### src/fpu_settings.svh
`ifndef FPU_SETTINGS_SVH
`define FPU_SETTINGS_SVH

// Float register file geometry
`define FP_REG_COUNT 32
`define FP_ADDR_W 5

// Single precision word
`define FP_WORD_W 32

`endif

### src/fpu_isa_pkg.sv
`include "fpu_settings.svh"

package fpu_isa_pkg;

  localparam logic [6:0] opcode_fp = 7'b1010011;
  localparam logic [6:0] opcode_fmadd = 7'b1000011;
  localparam logic [6:0] opcode_fmsub = 7'b1000111;
  localparam logic [6:0] opcode_fnmsub = 7'b1001011;
  localparam logic [6:0] opcode_fnmadd = 7'b1001111;

  localparam logic [1:0] fmt_s = 2'b00; // Single precision

  localparam logic [4:0] funct5_sgnj = 5'b00100;
  localparam logic [4:0] funct5_minmax = 5'b00101;
  localparam logic [4:0] funct5_cmp = 5'b10100;
  localparam logic [4:0] funct5_fmv_x_w = 5'b11100; // Shared with fclass
  localparam logic [4:0] funct5_fmv_w_x = 5'b11110;

  localparam logic [2:0] funct3_sgnj = 3'b000;
  localparam logic [2:0] funct3_sgnjn = 3'b001;
  localparam logic [2:0] funct3_sgnjx = 3'b010;
  localparam logic [2:0] funct3_min = 3'b000;
  localparam logic [2:0] funct3_max = 3'b001;
  localparam logic [2:0] funct3_fle = 3'b000;
  localparam logic [2:0] funct3_flt = 3'b001;
  localparam logic [2:0] funct3_feq = 3'b010;
  localparam logic [2:0] funct3_fmv = 3'b000;
  localparam logic [2:0] funct3_fclass = 3'b001;

  typedef struct packed {
    logic [6:0] funct7;
    logic [4:0] rs2;
    logic [4:0] rs1;
    logic [2:0] funct3; // Rounding mode field
    logic [4:0] rd;
    logic [6:0] opcode;
  } fp_r_s;

  typedef struct packed {
    logic [4:0] rs3;
    logic [1:0] fmt;
    logic [4:0] rs2;
    logic [4:0] rs1;
    logic [2:0] rm;
    logic [4:0] rd;
    logic [6:0] opcode;
  } fp_r4_s;

  typedef union packed {
    fp_r_s r;
    fp_r4_s r4;
  } fp_instr_u;

  typedef enum logic [3:0] {
    op_sgnj, op_sgnjn, op_sgnjx, op_min, op_max, op_feq, op_flt, op_fle,
    op_fclass, op_fmv_x_w, op_fmv_w_x, op_none
  } fp_op_e;

  typedef struct packed {
    fp_op_e op;
    logic [`FP_ADDR_W-1:0] rd;
    logic [`FP_ADDR_W-1:0] rs1;
    logic [`FP_ADDR_W-1:0] rs2;
    logic fwren; // Float register write
    logic xwren; // Integer result
    logic frden1;
    logic frden2;
    logic legal;
  } fp_decode_s;

endpackage

### src/fpu_data_pkg.sv
`include "fpu_settings.svh"

package fpu_data_pkg;

  typedef struct packed {
    logic sign;
    logic [7:0] exponent;
    logic [22:0] mantissa;
  } fp_word_s;

  localparam logic [`FP_WORD_W-1:0] fp_canon_nan = 32'h7fc0_0000;

  typedef struct packed {
    logic fwren;
    logic [`FP_ADDR_W-1:0] waddr;
    logic [`FP_WORD_W-1:0] wdata;
  } fp_wb_s;

  // Same order as the fflags bits
  typedef struct packed {
    logic nv;
    logic dz;
    logic of;
    logic uf;
    logic nx;
  } fp_flags_s;

  localparam logic [11:0] csr_fflags = 12'h001;
  localparam logic [11:0] csr_frm = 12'h002;
  localparam logic [11:0] csr_fcsr = 12'h003;

endpackage

### src/fpu_decode.sv
`timescale 1ns/1ps

module fpu_decode import fpu_isa_pkg::*; (
  input fp_instr_u instr_i,
  output fp_decode_s decode_o
);

  logic fused;

  // Fused multiply-add family, recognised only to be rejected
  assign fused = instr_i.r4.opcode inside {opcode_fmadd, opcode_fmsub,
                                           opcode_fnmsub, opcode_fnmadd};

  always_comb begin
    decode_o = '0;
    decode_o.op = op_none;
    decode_o.rd = instr_i.r.rd;
    decode_o.rs1 = instr_i.r.rs1;
    decode_o.rs2 = instr_i.r.rs2;

    if (!fused && instr_i.r.opcode == opcode_fp && instr_i.r.funct7[1:0] == fmt_s) begin
      case (instr_i.r.funct7[6:2])
        funct5_sgnj: begin
          case (instr_i.r.funct3)
            funct3_sgnj: decode_o.op = op_sgnj;
            funct3_sgnjn: decode_o.op = op_sgnjn;
            funct3_sgnjx: decode_o.op = op_sgnjx;
            default: ;
          endcase
        end
        funct5_minmax: begin
          case (instr_i.r.funct3)
            funct3_min: decode_o.op = op_min;
            funct3_max: decode_o.op = op_max;
            default: ;
          endcase
        end
        funct5_cmp: begin
          case (instr_i.r.funct3)
            funct3_fle: decode_o.op = op_fle;
            funct3_flt: decode_o.op = op_flt;
            funct3_feq: decode_o.op = op_feq;
            default: ;
          endcase
        end
        funct5_fmv_x_w: begin
          case (instr_i.r.funct3)
            funct3_fmv: decode_o.op = op_fmv_x_w;
            funct3_fclass: decode_o.op = op_fclass;
            default: ;
          endcase
        end
        funct5_fmv_w_x: begin
          if (instr_i.r.funct3 == funct3_fmv) begin
            decode_o.op = op_fmv_w_x;
          end
        end
        default: ;
      endcase
    end

    case (decode_o.op)
      op_sgnj, op_sgnjn, op_sgnjx, op_min, op_max: begin
        decode_o.fwren = 1'b1;
        decode_o.frden1 = 1'b1;
        decode_o.frden2 = 1'b1;
      end
      op_feq, op_flt, op_fle: begin
        decode_o.xwren = 1'b1;
        decode_o.frden1 = 1'b1;
        decode_o.frden2 = 1'b1;
      end
      op_fclass, op_fmv_x_w: begin
        decode_o.xwren = 1'b1;
        decode_o.frden1 = 1'b1;
      end
      op_fmv_w_x: decode_o.fwren = 1'b1; // Operand comes from xdata
      default: ;
    endcase

    decode_o.legal = (decode_o.op != op_none);
  end

endmodule

### src/fpu_regfile.sv
`timescale 1ns/1ps
`include "fpu_settings.svh"

module fpu_regfile import fpu_data_pkg::*; (
  input logic clock,
  input logic [`FP_ADDR_W-1:0] raddr1_i,
  input logic [`FP_ADDR_W-1:0] raddr2_i,
  input fp_wb_s wb_i,
  output logic [`FP_WORD_W-1:0] rdata1_o,
  output logic [`FP_WORD_W-1:0] rdata2_o
);

  logic [`FP_WORD_W-1:0] regs [`FP_REG_COUNT];

  always_ff @(posedge clock) begin
    if (wb_i.fwren) begin
      regs[wb_i.waddr] <= wb_i.wdata;
    end
  end

  // Asynchronous read, write-back bypass lives in fpu_forward
  assign rdata1_o = regs[raddr1_i];
  assign rdata2_o = regs[raddr2_i];

endmodule

### src/fpu_forward.sv
`timescale 1ns/1ps
`include "fpu_settings.svh"

module fpu_forward import fpu_data_pkg::*; (
  input logic [`FP_ADDR_W-1:0] raddr1_i,
  input logic [`FP_ADDR_W-1:0] raddr2_i,
  input logic frden1_i,
  input logic frden2_i,
  input logic [`FP_WORD_W-1:0] rdata1_i,
  input logic [`FP_WORD_W-1:0] rdata2_i,
  input fp_wb_s wb_i,
  output logic [`FP_WORD_W-1:0] data1_o,
  output logic [`FP_WORD_W-1:0] data2_o
);

  function automatic logic [`FP_WORD_W-1:0] pick(
    input logic rden,
    input logic [`FP_ADDR_W-1:0] raddr,
    input logic [`FP_WORD_W-1:0] rdata,
    input fp_wb_s wb
  );
    if (!rden) begin
      return '0;
    end else if (wb.fwren && wb.waddr == raddr) begin
      return wb.wdata; // Not yet in the register file
    end
    return rdata;
  endfunction

  assign data1_o = pick(frden1_i, raddr1_i, rdata1_i, wb_i);
  assign data2_o = pick(frden2_i, raddr2_i, rdata2_i, wb_i);

endmodule

### src/fpu_csr.sv
`timescale 1ns/1ps

module fpu_csr import fpu_data_pkg::*; (
  input logic clock,
  input logic reset,
  input logic csr_we_i,
  input logic [11:0] csr_addr_i,
  input logic [31:0] csr_wdata_i,
  input fp_flags_s flags_i,
  output logic [31:0] csr_rdata_o,
  output logic csr_hit_o
);

  logic [2:0] frm;
  logic [4:0] fflags;
  logic [4:0] fflags_wr;

  // Value after a port write, before accrual
  always_comb begin
    fflags_wr = fflags;
    if (csr_we_i && (csr_addr_i == csr_fflags || csr_addr_i == csr_fcsr)) begin
      fflags_wr = csr_wdata_i[4:0];
    end
  end

  always_ff @(posedge clock) begin
    if (!reset) begin
      frm <= '0;
      fflags <= '0;
    end else begin
      fflags <= fflags_wr | flags_i; // Accrue on top of the write
      if (csr_we_i) begin
        case (csr_addr_i)
          csr_frm: frm <= csr_wdata_i[2:0];
          csr_fcsr: frm <= csr_wdata_i[7:5];
          default: ;
        endcase
      end
    end
  end

  always_comb begin
    csr_rdata_o = '0;
    csr_hit_o = 1'b1;
    case (csr_addr_i)
      csr_fflags: csr_rdata_o = {27'b0, fflags};
      csr_frm: csr_rdata_o = {29'b0, frm};
      csr_fcsr: csr_rdata_o = {24'b0, frm, fflags};
      default: csr_hit_o = 1'b0;
    endcase
  end

endmodule

### src/fpu_misc_exec.sv
`timescale 1ns/1ps
`include "fpu_settings.svh"

module fpu_misc_exec import fpu_isa_pkg::*, fpu_data_pkg::*; (
  input fp_op_e op_i,
  input fp_word_s a_i,
  input fp_word_s b_i,
  input logic [`FP_WORD_W-1:0] xdata_i,
  output logic [`FP_WORD_W-1:0] fresult_o,
  output logic [`FP_WORD_W-1:0] xresult_o,
  output fp_flags_s flags_o
);

  logic [9:0] class_a;
  logic [9:0] class_b;
  logic a_nan;
  logic b_nan;
  logic any_snan;
  logic both_zero;
  logic mag_lt;
  logic mag_gt;
  logic ord_lt;
  logic cmp_lt;
  logic cmp_eq;

  // RISC-V fclass encoding, bit 0 is -inf up to bit 9 quiet NaN
  function automatic logic [9:0] classify(input fp_word_s x);
    logic exp_max;
    logic exp_zero;
    logic man_zero;
    logic [9:0] c;
    exp_max = &x.exponent;
    exp_zero = ~|x.exponent;
    man_zero = ~|x.mantissa;
    c = '0;
    if (exp_max && man_zero) begin
      c[x.sign ? 0 : 7] = 1'b1;
    end else if (exp_max) begin
      c[x.mantissa[22] ? 9 : 8] = 1'b1;
    end else if (exp_zero && man_zero) begin
      c[x.sign ? 3 : 4] = 1'b1;
    end else if (exp_zero) begin
      c[x.sign ? 2 : 5] = 1'b1;
    end else begin
      c[x.sign ? 1 : 6] = 1'b1;
    end
    return c;
  endfunction

  assign class_a = classify(a_i);
  assign class_b = classify(b_i);
  assign a_nan = class_a[8] | class_a[9];
  assign b_nan = class_b[8] | class_b[9];
  assign any_snan = class_a[8] | class_b[8];
  assign both_zero = (class_a[3] | class_a[4]) & (class_b[3] | class_b[4]);

  assign mag_lt = {a_i.exponent, a_i.mantissa} < {b_i.exponent, b_i.mantissa};
  assign mag_gt = {b_i.exponent, b_i.mantissa} < {a_i.exponent, a_i.mantissa};
  // Total order over non-NaN values, -0 below +0
  assign ord_lt = (a_i.sign != b_i.sign) ? a_i.sign : (a_i.sign ? mag_gt : mag_lt);
  assign cmp_lt = ord_lt & ~both_zero;
  assign cmp_eq = (a_i == b_i) | both_zero;

  always_comb begin
    fresult_o = '0;
    xresult_o = '0;
    flags_o = '0;
    case (op_i)
      op_sgnj: fresult_o = {b_i.sign, a_i.exponent, a_i.mantissa};
      op_sgnjn: fresult_o = {~b_i.sign, a_i.exponent, a_i.mantissa};
      op_sgnjx: fresult_o = {a_i.sign ^ b_i.sign, a_i.exponent, a_i.mantissa};
      op_min, op_max: begin
        flags_o.nv = any_snan;
        if (a_nan && b_nan) begin
          fresult_o = fp_canon_nan;
        end else if (a_nan) begin
          fresult_o = b_i;
        end else if (b_nan) begin
          fresult_o = a_i;
        end else if (op_i == op_min) begin
          fresult_o = ord_lt ? a_i : b_i;
        end else begin
          fresult_o = ord_lt ? b_i : a_i;
        end
      end
      op_feq: begin
        flags_o.nv = any_snan; // Quiet compare
        xresult_o[0] = ~(a_nan | b_nan) & cmp_eq;
      end
      op_flt: begin
        flags_o.nv = a_nan | b_nan;
        xresult_o[0] = ~(a_nan | b_nan) & cmp_lt;
      end
      op_fle: begin
        flags_o.nv = a_nan | b_nan;
        xresult_o[0] = ~(a_nan | b_nan) & (cmp_lt | cmp_eq);
      end
      op_fclass: xresult_o = {22'b0, class_a};
      op_fmv_x_w: xresult_o = a_i;
      op_fmv_w_x: fresult_o = xdata_i;
      default: ;
    endcase
  end

endmodule

### src/fpu_unit.sv
`timescale 1ns/1ps
`include "fpu_settings.svh"

module fpu_unit import fpu_isa_pkg::*, fpu_data_pkg::*; (
  input logic clock,
  input logic reset,
  input logic instr_valid_i,
  input fp_instr_u instr_i,
  input logic [`FP_WORD_W-1:0] xdata_i,
  output logic xwren_o,
  output logic [`FP_WORD_W-1:0] xdata_o,
  output logic illegal_o,
  input logic csr_we_i,
  input logic [11:0] csr_addr_i,
  input logic [31:0] csr_wdata_i,
  output logic [31:0] csr_rdata_o,
  output logic csr_hit_o
);

  fp_decode_s decode;
  logic [`FP_WORD_W-1:0] rdata1;
  logic [`FP_WORD_W-1:0] rdata2;
  logic [`FP_WORD_W-1:0] data1;
  logic [`FP_WORD_W-1:0] data2;
  logic [`FP_WORD_W-1:0] fresult;
  logic [`FP_WORD_W-1:0] xresult;
  fp_flags_s flags;
  fp_wb_s wb_q;
  fp_flags_s flags_q;

  fpu_decode u_decode (
    .instr_i (instr_i),
    .decode_o (decode)
  );

  fpu_regfile u_regfile (
    .clock (clock),
    .raddr1_i (decode.rs1),
    .raddr2_i (decode.rs2),
    .wb_i (wb_q),
    .rdata1_o (rdata1),
    .rdata2_o (rdata2)
  );

  fpu_forward u_forward (
    .raddr1_i (decode.rs1),
    .raddr2_i (decode.rs2),
    .frden1_i (decode.frden1),
    .frden2_i (decode.frden2),
    .rdata1_i (rdata1),
    .rdata2_i (rdata2),
    .wb_i (wb_q),
    .data1_o (data1),
    .data2_o (data2)
  );

  fpu_misc_exec u_exec (
    .op_i (decode.op),
    .a_i (data1),
    .b_i (data2),
    .xdata_i (xdata_i),
    .fresult_o (fresult),
    .xresult_o (xresult),
    .flags_o (flags)
  );

  // Execute to write-back boundary
  always_ff @(posedge clock) begin
    wb_q.waddr <= decode.rd;
    wb_q.wdata <= fresult;
    xdata_o <= xresult;
    if (!reset) begin
      wb_q.fwren <= 1'b0;
      xwren_o <= 1'b0;
      illegal_o <= 1'b0;
      flags_q <= '0;
    end else begin
      wb_q.fwren <= instr_valid_i & decode.legal & decode.fwren;
      xwren_o <= instr_valid_i & decode.legal & decode.xwren;
      illegal_o <= instr_valid_i & ~decode.legal;
      flags_q <= instr_valid_i ? flags : '0; // Idle cycles accrue nothing
    end
  end

  fpu_csr u_csr (
    .clock (clock),
    .reset (reset),
    .csr_we_i (csr_we_i),
    .csr_addr_i (csr_addr_i),
    .csr_wdata_i (csr_wdata_i),
    .flags_i (flags_q),
    .csr_rdata_o (csr_rdata_o),
    .csr_hit_o (csr_hit_o)
  );

endmodule

### config.mk
export PLATFORM = sky130hd
export DESIGN_NAME = fpu_unit
export DESIGN_NICKNAME = d
export VERILOG_FILES = /design/src/fpu_isa_pkg.sv /design/src/fpu_data_pkg.sv /design/src/fpu_decode.sv /design/src/fpu_regfile.sv /design/src/fpu_forward.sv /design/src/fpu_csr.sv /design/src/fpu_misc_exec.sv /design/src/fpu_unit.sv
export VERILOG_INCLUDE_DIRS = /design/src /design/src/src
export SDC_FILE = /design/constraint.sdc
export NUM_CORES = 1
export LEC_CHECK = 0
export BUFFER_PORTS_ARGS = -buffer_cell sky130_fd_sc_hd__buf_2
export CORE_AREA = 10 10 380 382
export CTS_CLUSTER_SIZE = 25
export DETAILED_ROUTE_END_ITERATION = 10
export DIE_AREA = 0 0 390 392
export HOLD_SLACK_MARGIN = 0.1
export PLACE_DENSITY = 0.63
export SYNTH_ARGS = -nofsm -noshare
export SYNTH_HDL_FRONTEND = slang
export SYNTH_SLANG_ARGS = --single-unit
### constraint.sdc
create_clock -name clock -period 11.7 [get_ports clock]
set_input_delay 0.585 -clock clock [delete_from_list [all_inputs] [get_ports clock]]
set_output_delay 0.585 -clock clock [all_outputs]
set_load 0.005 [all_outputs]
==> results of run 1 <==
synth_stat cells (8+ instances only):
master,instances
a22o_1,24
a31oi_1,31
nor2b_1,25
o21ai_0,49
a221oi_1,19
a22oi_1,211
a21oi_1,63
and3_1,23
edfxtp_1,1024
nand3_1,117
or4_1,8
buf_2,79
nor2_1,128
ha_1,31
or3_1,10
dfxtp_1,81
nand4_1,22
a2111oi_0,8
a41oi_1,11
a211oi_1,24
buf_4,71
clkbuf_1,77
nand2b_1,23
o221ai_2,27
buf_6,41
buf_1,12
nor3_1,20
nand2_1,179
mux2_2,11
nand3b_1,8
and2_1,17
mux4_2,267
o211ai_1,24
o22ai_1,21
or2_2,17
inv_1,40
mux2i_1,550
layout by cell type (no fill, tap or decap), drive strengths merged, types with 56 or more instances in the layout:
cell type,count
nand3,117
a21oi,66
clkbuf,149
a22oi,211
buf,263
mux4,267
nor2,128
nand2,181
o21ai,56
mux2i,550
edfxtp,1024
dfxtp,81
state kept, by name (all words and copies together) (netlist names):
name	cells
u_regfile.regs	1024
wb_q	38
xdata_o	32
u_csr.fflags	5
u_csr.frm	3
flags_q	1
illegal_o	1
xwren_o	1
through the flow:
step                      cell area (um2)  hold WS (ns)  setup slack (ns)
final                               60900         0.152              3.80
after global routing                60900         0.166              3.52
after CTS                           60900         0.122              4.21
after detailed placement            56800         0.460              3.44
after global placement              56800         0.449              3.46
after floorplan                     54400         0.418              6.01
layout make-up:
| class | count | area, um2 |
|---|---|---|
| Tap cell | 1794 | 2240 |
| Inverter | 41 | 154 |
| Timing Repair Buffer | 296 | 2070 |
| Multi-Input combinational cell | 2130 | 20300 |
| Antenna cell | 7 | 17.5 |
| Sequential cell | 1105 | 32400 |
| Fill cell | 12100 | 75900 |
| Clock buffer | 148 | 3120 |
| Clock inverter | 67 | 632 |
metal layers:
layer  global-route usage  vias up  wire length, um
met1                0.313    18500            71100
met3               0.0670      493            24400
met2                0.371     2528            85000
li1                     -    14700                -
met4                0.111        4             8990
met5                    0        -               26
worst paths after layout:
check | start | to | cells past startpoint
setup / recovery | instr_i[15] | wb_q[11] | 24
hold / removal | xdata_i[17] | wb_q[17] | 3
setup reg to reg | wb_q[36] | wb_q[11] | 21
hold reg to reg | u_csr.fflags[0] | u_csr.fflags[0] | 2
worst min-delay path: cells and delay by family:
kind	cells	cell delay, ns
buffers and inverters	1	0.08
AOI/OAI and AO/OA	1	0.09
and+or+nand+nor	1	0.10
power by group:
group | total [mW] | switching, mW | internal, mW | leakage, nW
Clock | 3.68 | 1.58 | 2.10 | 1.85
Sequential | 4.25 | 0.00323 | 4.25 | 7.86
Combinational | 0.473 | 0.322 | 0.150 | 8.94
cells by family after synthesis:
| family | Yosys count | share of synthesized area |
|---|---|---|
| adders and majority gates | 31 | 0.00714 |
| and+or+nand+nor | 631 | 0.0576 |
| buffers and inverters | 330 | 0.0370 |
| muxes | 830 | 0.215 |
| DFF | 1105 | 0.596 |
| xor gates and xnor gates | 11 | 0.00191 |
| other | 1 | 0.0000691 |
| AOI/OAI and AO/OA | 603 | 0.0851 |
==> impl_metrics.ini, run 1 <==
[status]
outcome = completed

[setup_path]
max_stage_delay_ns = 1.13
cp_top_family = compound AO/OA/AOI/OAI gates
critPathKind = primary input to register
endpoint_kind = register
critPathSlowestCell = a211oi_1
critPathLaunchType = primary input
arrival_ns = 8.47
crit_chain = buf_6 > nor2b_4 > buf_4 > buf_4 > a22oi_1 > o21ai_0 > a211oi_1 > a211oi_1 > o21ai_0 > nand2_1 > inv_1 > ha_1 > a21o_1 > a21o_1 > a21oi_1 > nor3_1 > a2111oi_0 > nor2_1 > a21oi_2 > xor2_2 > nand2_2 > a31oi_4 > buf_4 > o221ai_1
critical_path_buf_inv_count = 5
crit_path_frequent_cell = buf_4
cp_max_fo = 36
rrSetupSlack_ns = 4.40
worstPathRequired_ns = 12.27

[clocking]
numCtsBuffers = 114
cts_tree = built
cts.sinks = 1105
cts_setup_buffers = 0
htreeDepth = 3
clk_pin_slew_ns = 0.06
clock_latency_ns = 0.75
cts_buffer_depth = 3
root_buffer = clkbuf_16
post_cts_resized = 0
hold_buffers = 32

[synthesis]
synth_area_mm2 = 0.0543
synth_edf_count = 1024
ys_types = 94
synthTopCellsByArea = edfxtp_1, mux4_2, mux2i_1
synthCells = 3542
synth_warnings = 0
seq_area_frac_synth = 0.596
ys_seq_elements = 1105
synth_flop_cell = edfxtp_1
synth_top_area_frac = 0.566
syn_area_per_cell_um2 = 15.3
yosys.area.top_type = edfxtp_1
async_flop_share = 0

[detailed_routing]
via_per_inst = 6.48
avgRoutedWirePerCell_um = 33.9
drt_first_pass_iters = 6
drcViolationCount = 0
vias = 36200
drt-total-wl_mm = 190
postRouteAntennaNets = 0
first_iter_violations = 5502

[pwr]
pwr_density_cell_mw_per_mm2 = 138
ir_worst_vdd_mv = 0.124
power_mw = 8.40
power_leakage_nw = 18.6

[floorplanning]
io_pins = 179
num_rows = 136
die_area_mm2 = 0.153
die_width_um = 390
initial_core_util = 0.397
coreArea_mm2 = 0.137
die_y_um = 392

[grt]
grt_use_total = 0.240
grt_max_degree = 117
gr-total-overflow = 0
grt_pass1_vias = 35700
grt_antenna_before_repair = 6
grt_pass1_wl_mm = 265

[timing]
rsz0062_at_grt = false
worstMarginPinSlew_ns = 1.36
fin_crit_ns = 7.90
max_freq_mhz = 127
final.setup.tns_ns = 0
fin_skew_ns = 0.0471
period_share = 0.675
final_hold_viol_count = 0
setup_violations = 0
maxSlewHeadroom = 0.0856
slew_viol_final = 0

[job]
cap_violations = 0

[placed_design]
gp_congestion = 0.878
post-dp-hpwl_mm = 116
placed_cells = 5334
io_buffers = 130

[cells_and_area]
fin_cells = 5588
syn_to_final_growth_pct = 12.2
nets = 3831
drive_gt1_frac = 0.221
fin_util = 0.445

[worst_hold_path]
min_path_type = primary input to register
No activity file was read; power rests on OpenSTA's default activity.
==> inputs of run 2 (changes only) <==
==> constraint.sdc (replaced) <==
create_clock -name clock -period 7.45 [get_ports clock]
set_input_delay 0.3725 -clock clock [delete_from_list [all_inputs] [get_ports clock]]
set_output_delay 0.3725 -clock clock [all_outputs]
set_load 0.005 [all_outputs]
==> impl_metrics.ini, run 2 (synthesized netlist as in run 1, its figures left out) <==
[setup_path]
endpoint_kind = register
arrival_ns = 6.51
critPathKind = register to register
crit_start = wb_q[35]
r2r-end = wb_q[2]
rr_worst_depth = 18
timing.rr.start = wb_q[35]
worstPathRequired_ns = 8.06
cp_max_fo = 17
rrSetupSlack_ns = 1.54
critPathLaunchType = register
crit_end = wb_q[2]

[detailed_routing]
postRouteAntennaNets = 0
vias = 36900
first_iter_violations = 5270
drt_first_pass_iters = 6
avgRoutedWirePerCell_um = 34.0
via_per_inst = 6.50
drcViolationCount = 0
drt-total-wl_mm = 193

[pwr]
power_leakage_nw = 19.1
switching_share = 0.227
pwr-share-seq = 0.506
pwr-share-clk = 0.434
p_int_mw = 10.2
comb_power_share = 0.060
switchingPower_mw = 2.99
pwr_density_cell_mw_per_mm2 = 214
ir_worst_vdd_mv = 0.181

[grt]
grt_pass1_wl_mm = 269
grt_pass1_vias = 36000
grt_use_total = 0.244
gr-total-overflow = 0
grt_antenna_before_repair = 14
grt_max_degree = 63

[clocking]
clock_latency_ns = 0.74
root_buffer = clkbuf_16
post_cts_resized = 0
cts.sinks = 1105
numCtsBuffers = 112
htreeDepth = 3
clk_pin_slew_ns = 0.06
cts_buffer_depth = 3
cts_tree = built

[placed_design]
io_buffers = 130
post-dp-hpwl_mm = 121
gp_congestion = 0.887

[timing]
maxSlewHeadroom = 0.0208
fin_crit_ns = 5.91
final_hold_viol_count = 0
max_freq_mhz = 169
period_share = 0.793
fin_worst_hold_slack_ns = 0.239
worstMarginPinSlew_ns = 1.47
slew_viol_final = 0
final.setup.tns_ns = 0
setup_violations = 0
rsz0062_at_grt = false
fin_skew_ns = 0.0399

[job]
cap_violations = 0

[cells_and_area]
reg_top3 = u_regfile.regs x1024, wb_q x38, xdata_o x32
largest-register = u_regfile.regs
layout_common_cells = edfxtp_1, mux2i_1, mux4_2
syn_to_final_growth_pct = 13.8
drive_gt1_frac = 0.232
layout_commonest_cell = edfxtp_1
nets = 3925
largest_reg_flops = 1024

[floorplanning]
die_width_um = 390
num_rows = 136
die_y_um = 392
die_area_mm2 = 0.153
io_pins = 179
initial_core_util = 0.397
coreArea_mm2 = 0.137

[worst_hold_path]
min_path_type = primary input to register

[status]
outcome = completed
## run 2: changes by cell type in the layout (fill, tap and decap cells not counted), moves of 2 or more
| cell | before | now |
|---|---|---|
| clkinvlp_4 | 3 | 9 |
| diode_2 | 7 | 4 |
| clkbuf_1 | 22 | 19 |
| clkinv_1 | 17 | 24 |
| buf_4 | 133 | 189 |
| bufinv_16 | 10 | 12 |
| clkbuf_16 | 117 | 114 |
| buf_12 | 4 | 18 |
| clkinv_8 | 3 | 0 |
| clkinv_2 | 27 | 19 |
| dlygate4sd3_1 | 32 | 58 |
## run 2: what timing repair did
action / in CTS / in global routing
endpoints found under the hold margin: 49 / 0
hold buffers: 58 / 0
setup buffers: 0 / 0
## run 2: how the worst min path moves through the flow
stage | startpoint | to | slack (ns) | cells past startpoint
finish | csr_addr_i[1] | u_csr.frm[0] | 0.24 | 5
global route | csr_addr_i[1] | u_csr.frm[0] | 0.27 | 5
CTS | csr_addr_i[1] | u_csr.frm[2] | 0.16 | 5
detailed placement | u_csr.fflags[2] | u_csr.fflags[2] | 0.46 | 2
global placement | u_csr.fflags[2] | u_csr.fflags[2] | 0.45 | 2
floorplan | instr_i[7] | wb_q[32] | 0.40 | 0
## run 2: layout make-up
cell class              count  area (um2)
clock inverters            70         666
repair buffers            392        3030
flip-flops and latches   1105       32400
inverters                  41         154
clock buffers             140        3010
diodes                      4        10.0
well taps                1794        2240
fillers                 12000       75000
multi-input cells        2130       20300
## run 2: metal layers
layer | share of wire | track usage
met1 | 0.38 | 0.318
met2 | 0.45 | 0.376
met3 | 0.12 | 0.0645
met4 | 0.051 | 0.119
met5 | 0.00042 | 0
## run 2: through the flow
step | worst slack [ns] | area (um2) | power, mW | std cells | utilization
after floorplan | 1.97 | 54400 | 7.27 | 3565 | -
after global placement | 1.20 | 57500 | 7.56 | 5404 | 0.421
after detailed placement | 1.25 | 57500 | 7.56 | 5404 | 0.421
after CTS | 1.68 | 61800 | 13.2 | 5672 | 0.452
after global routing | 1.17 | 61800 | 13.5 | 5674 | 0.452
final | 1.54 | 61800 | 13.2 | 5676 | 0.452
## run 2: power by group through the flow
stage	combinational [mW]	clock (mW)	sequential [mW]
2_1_floorplan	0.462	0	6.81
3_3_place_gp	0.748	0	6.81
3_5_place_dp	0.751	0	6.81
4_1_cts	0.772	5.77	6.68
5_1_grt	0.807	6.01	6.67
6_report	0.792	5.73	6.68
## run 2: critical path, cell delays in order, from the launching register on
cell and delay [ns]:
dfxtp_1 0.67, xor2_1 0.14, nor4_1 0.42, and3_1 0.90, or3_1 0.26, o211ai_1 0.20, ha_1 0.41, a21oi_1 0.14
o21ai_0 0.13, a221oi_1 0.32, o21ai_0 0.20, a2111oi_0 0.43, buf_4 0.19, nand2b_1 0.11, a21oi_2 0.09, xor2_2 0.22
o211ai_4 0.54, buf_4 0.27, o221ai_2 0.10
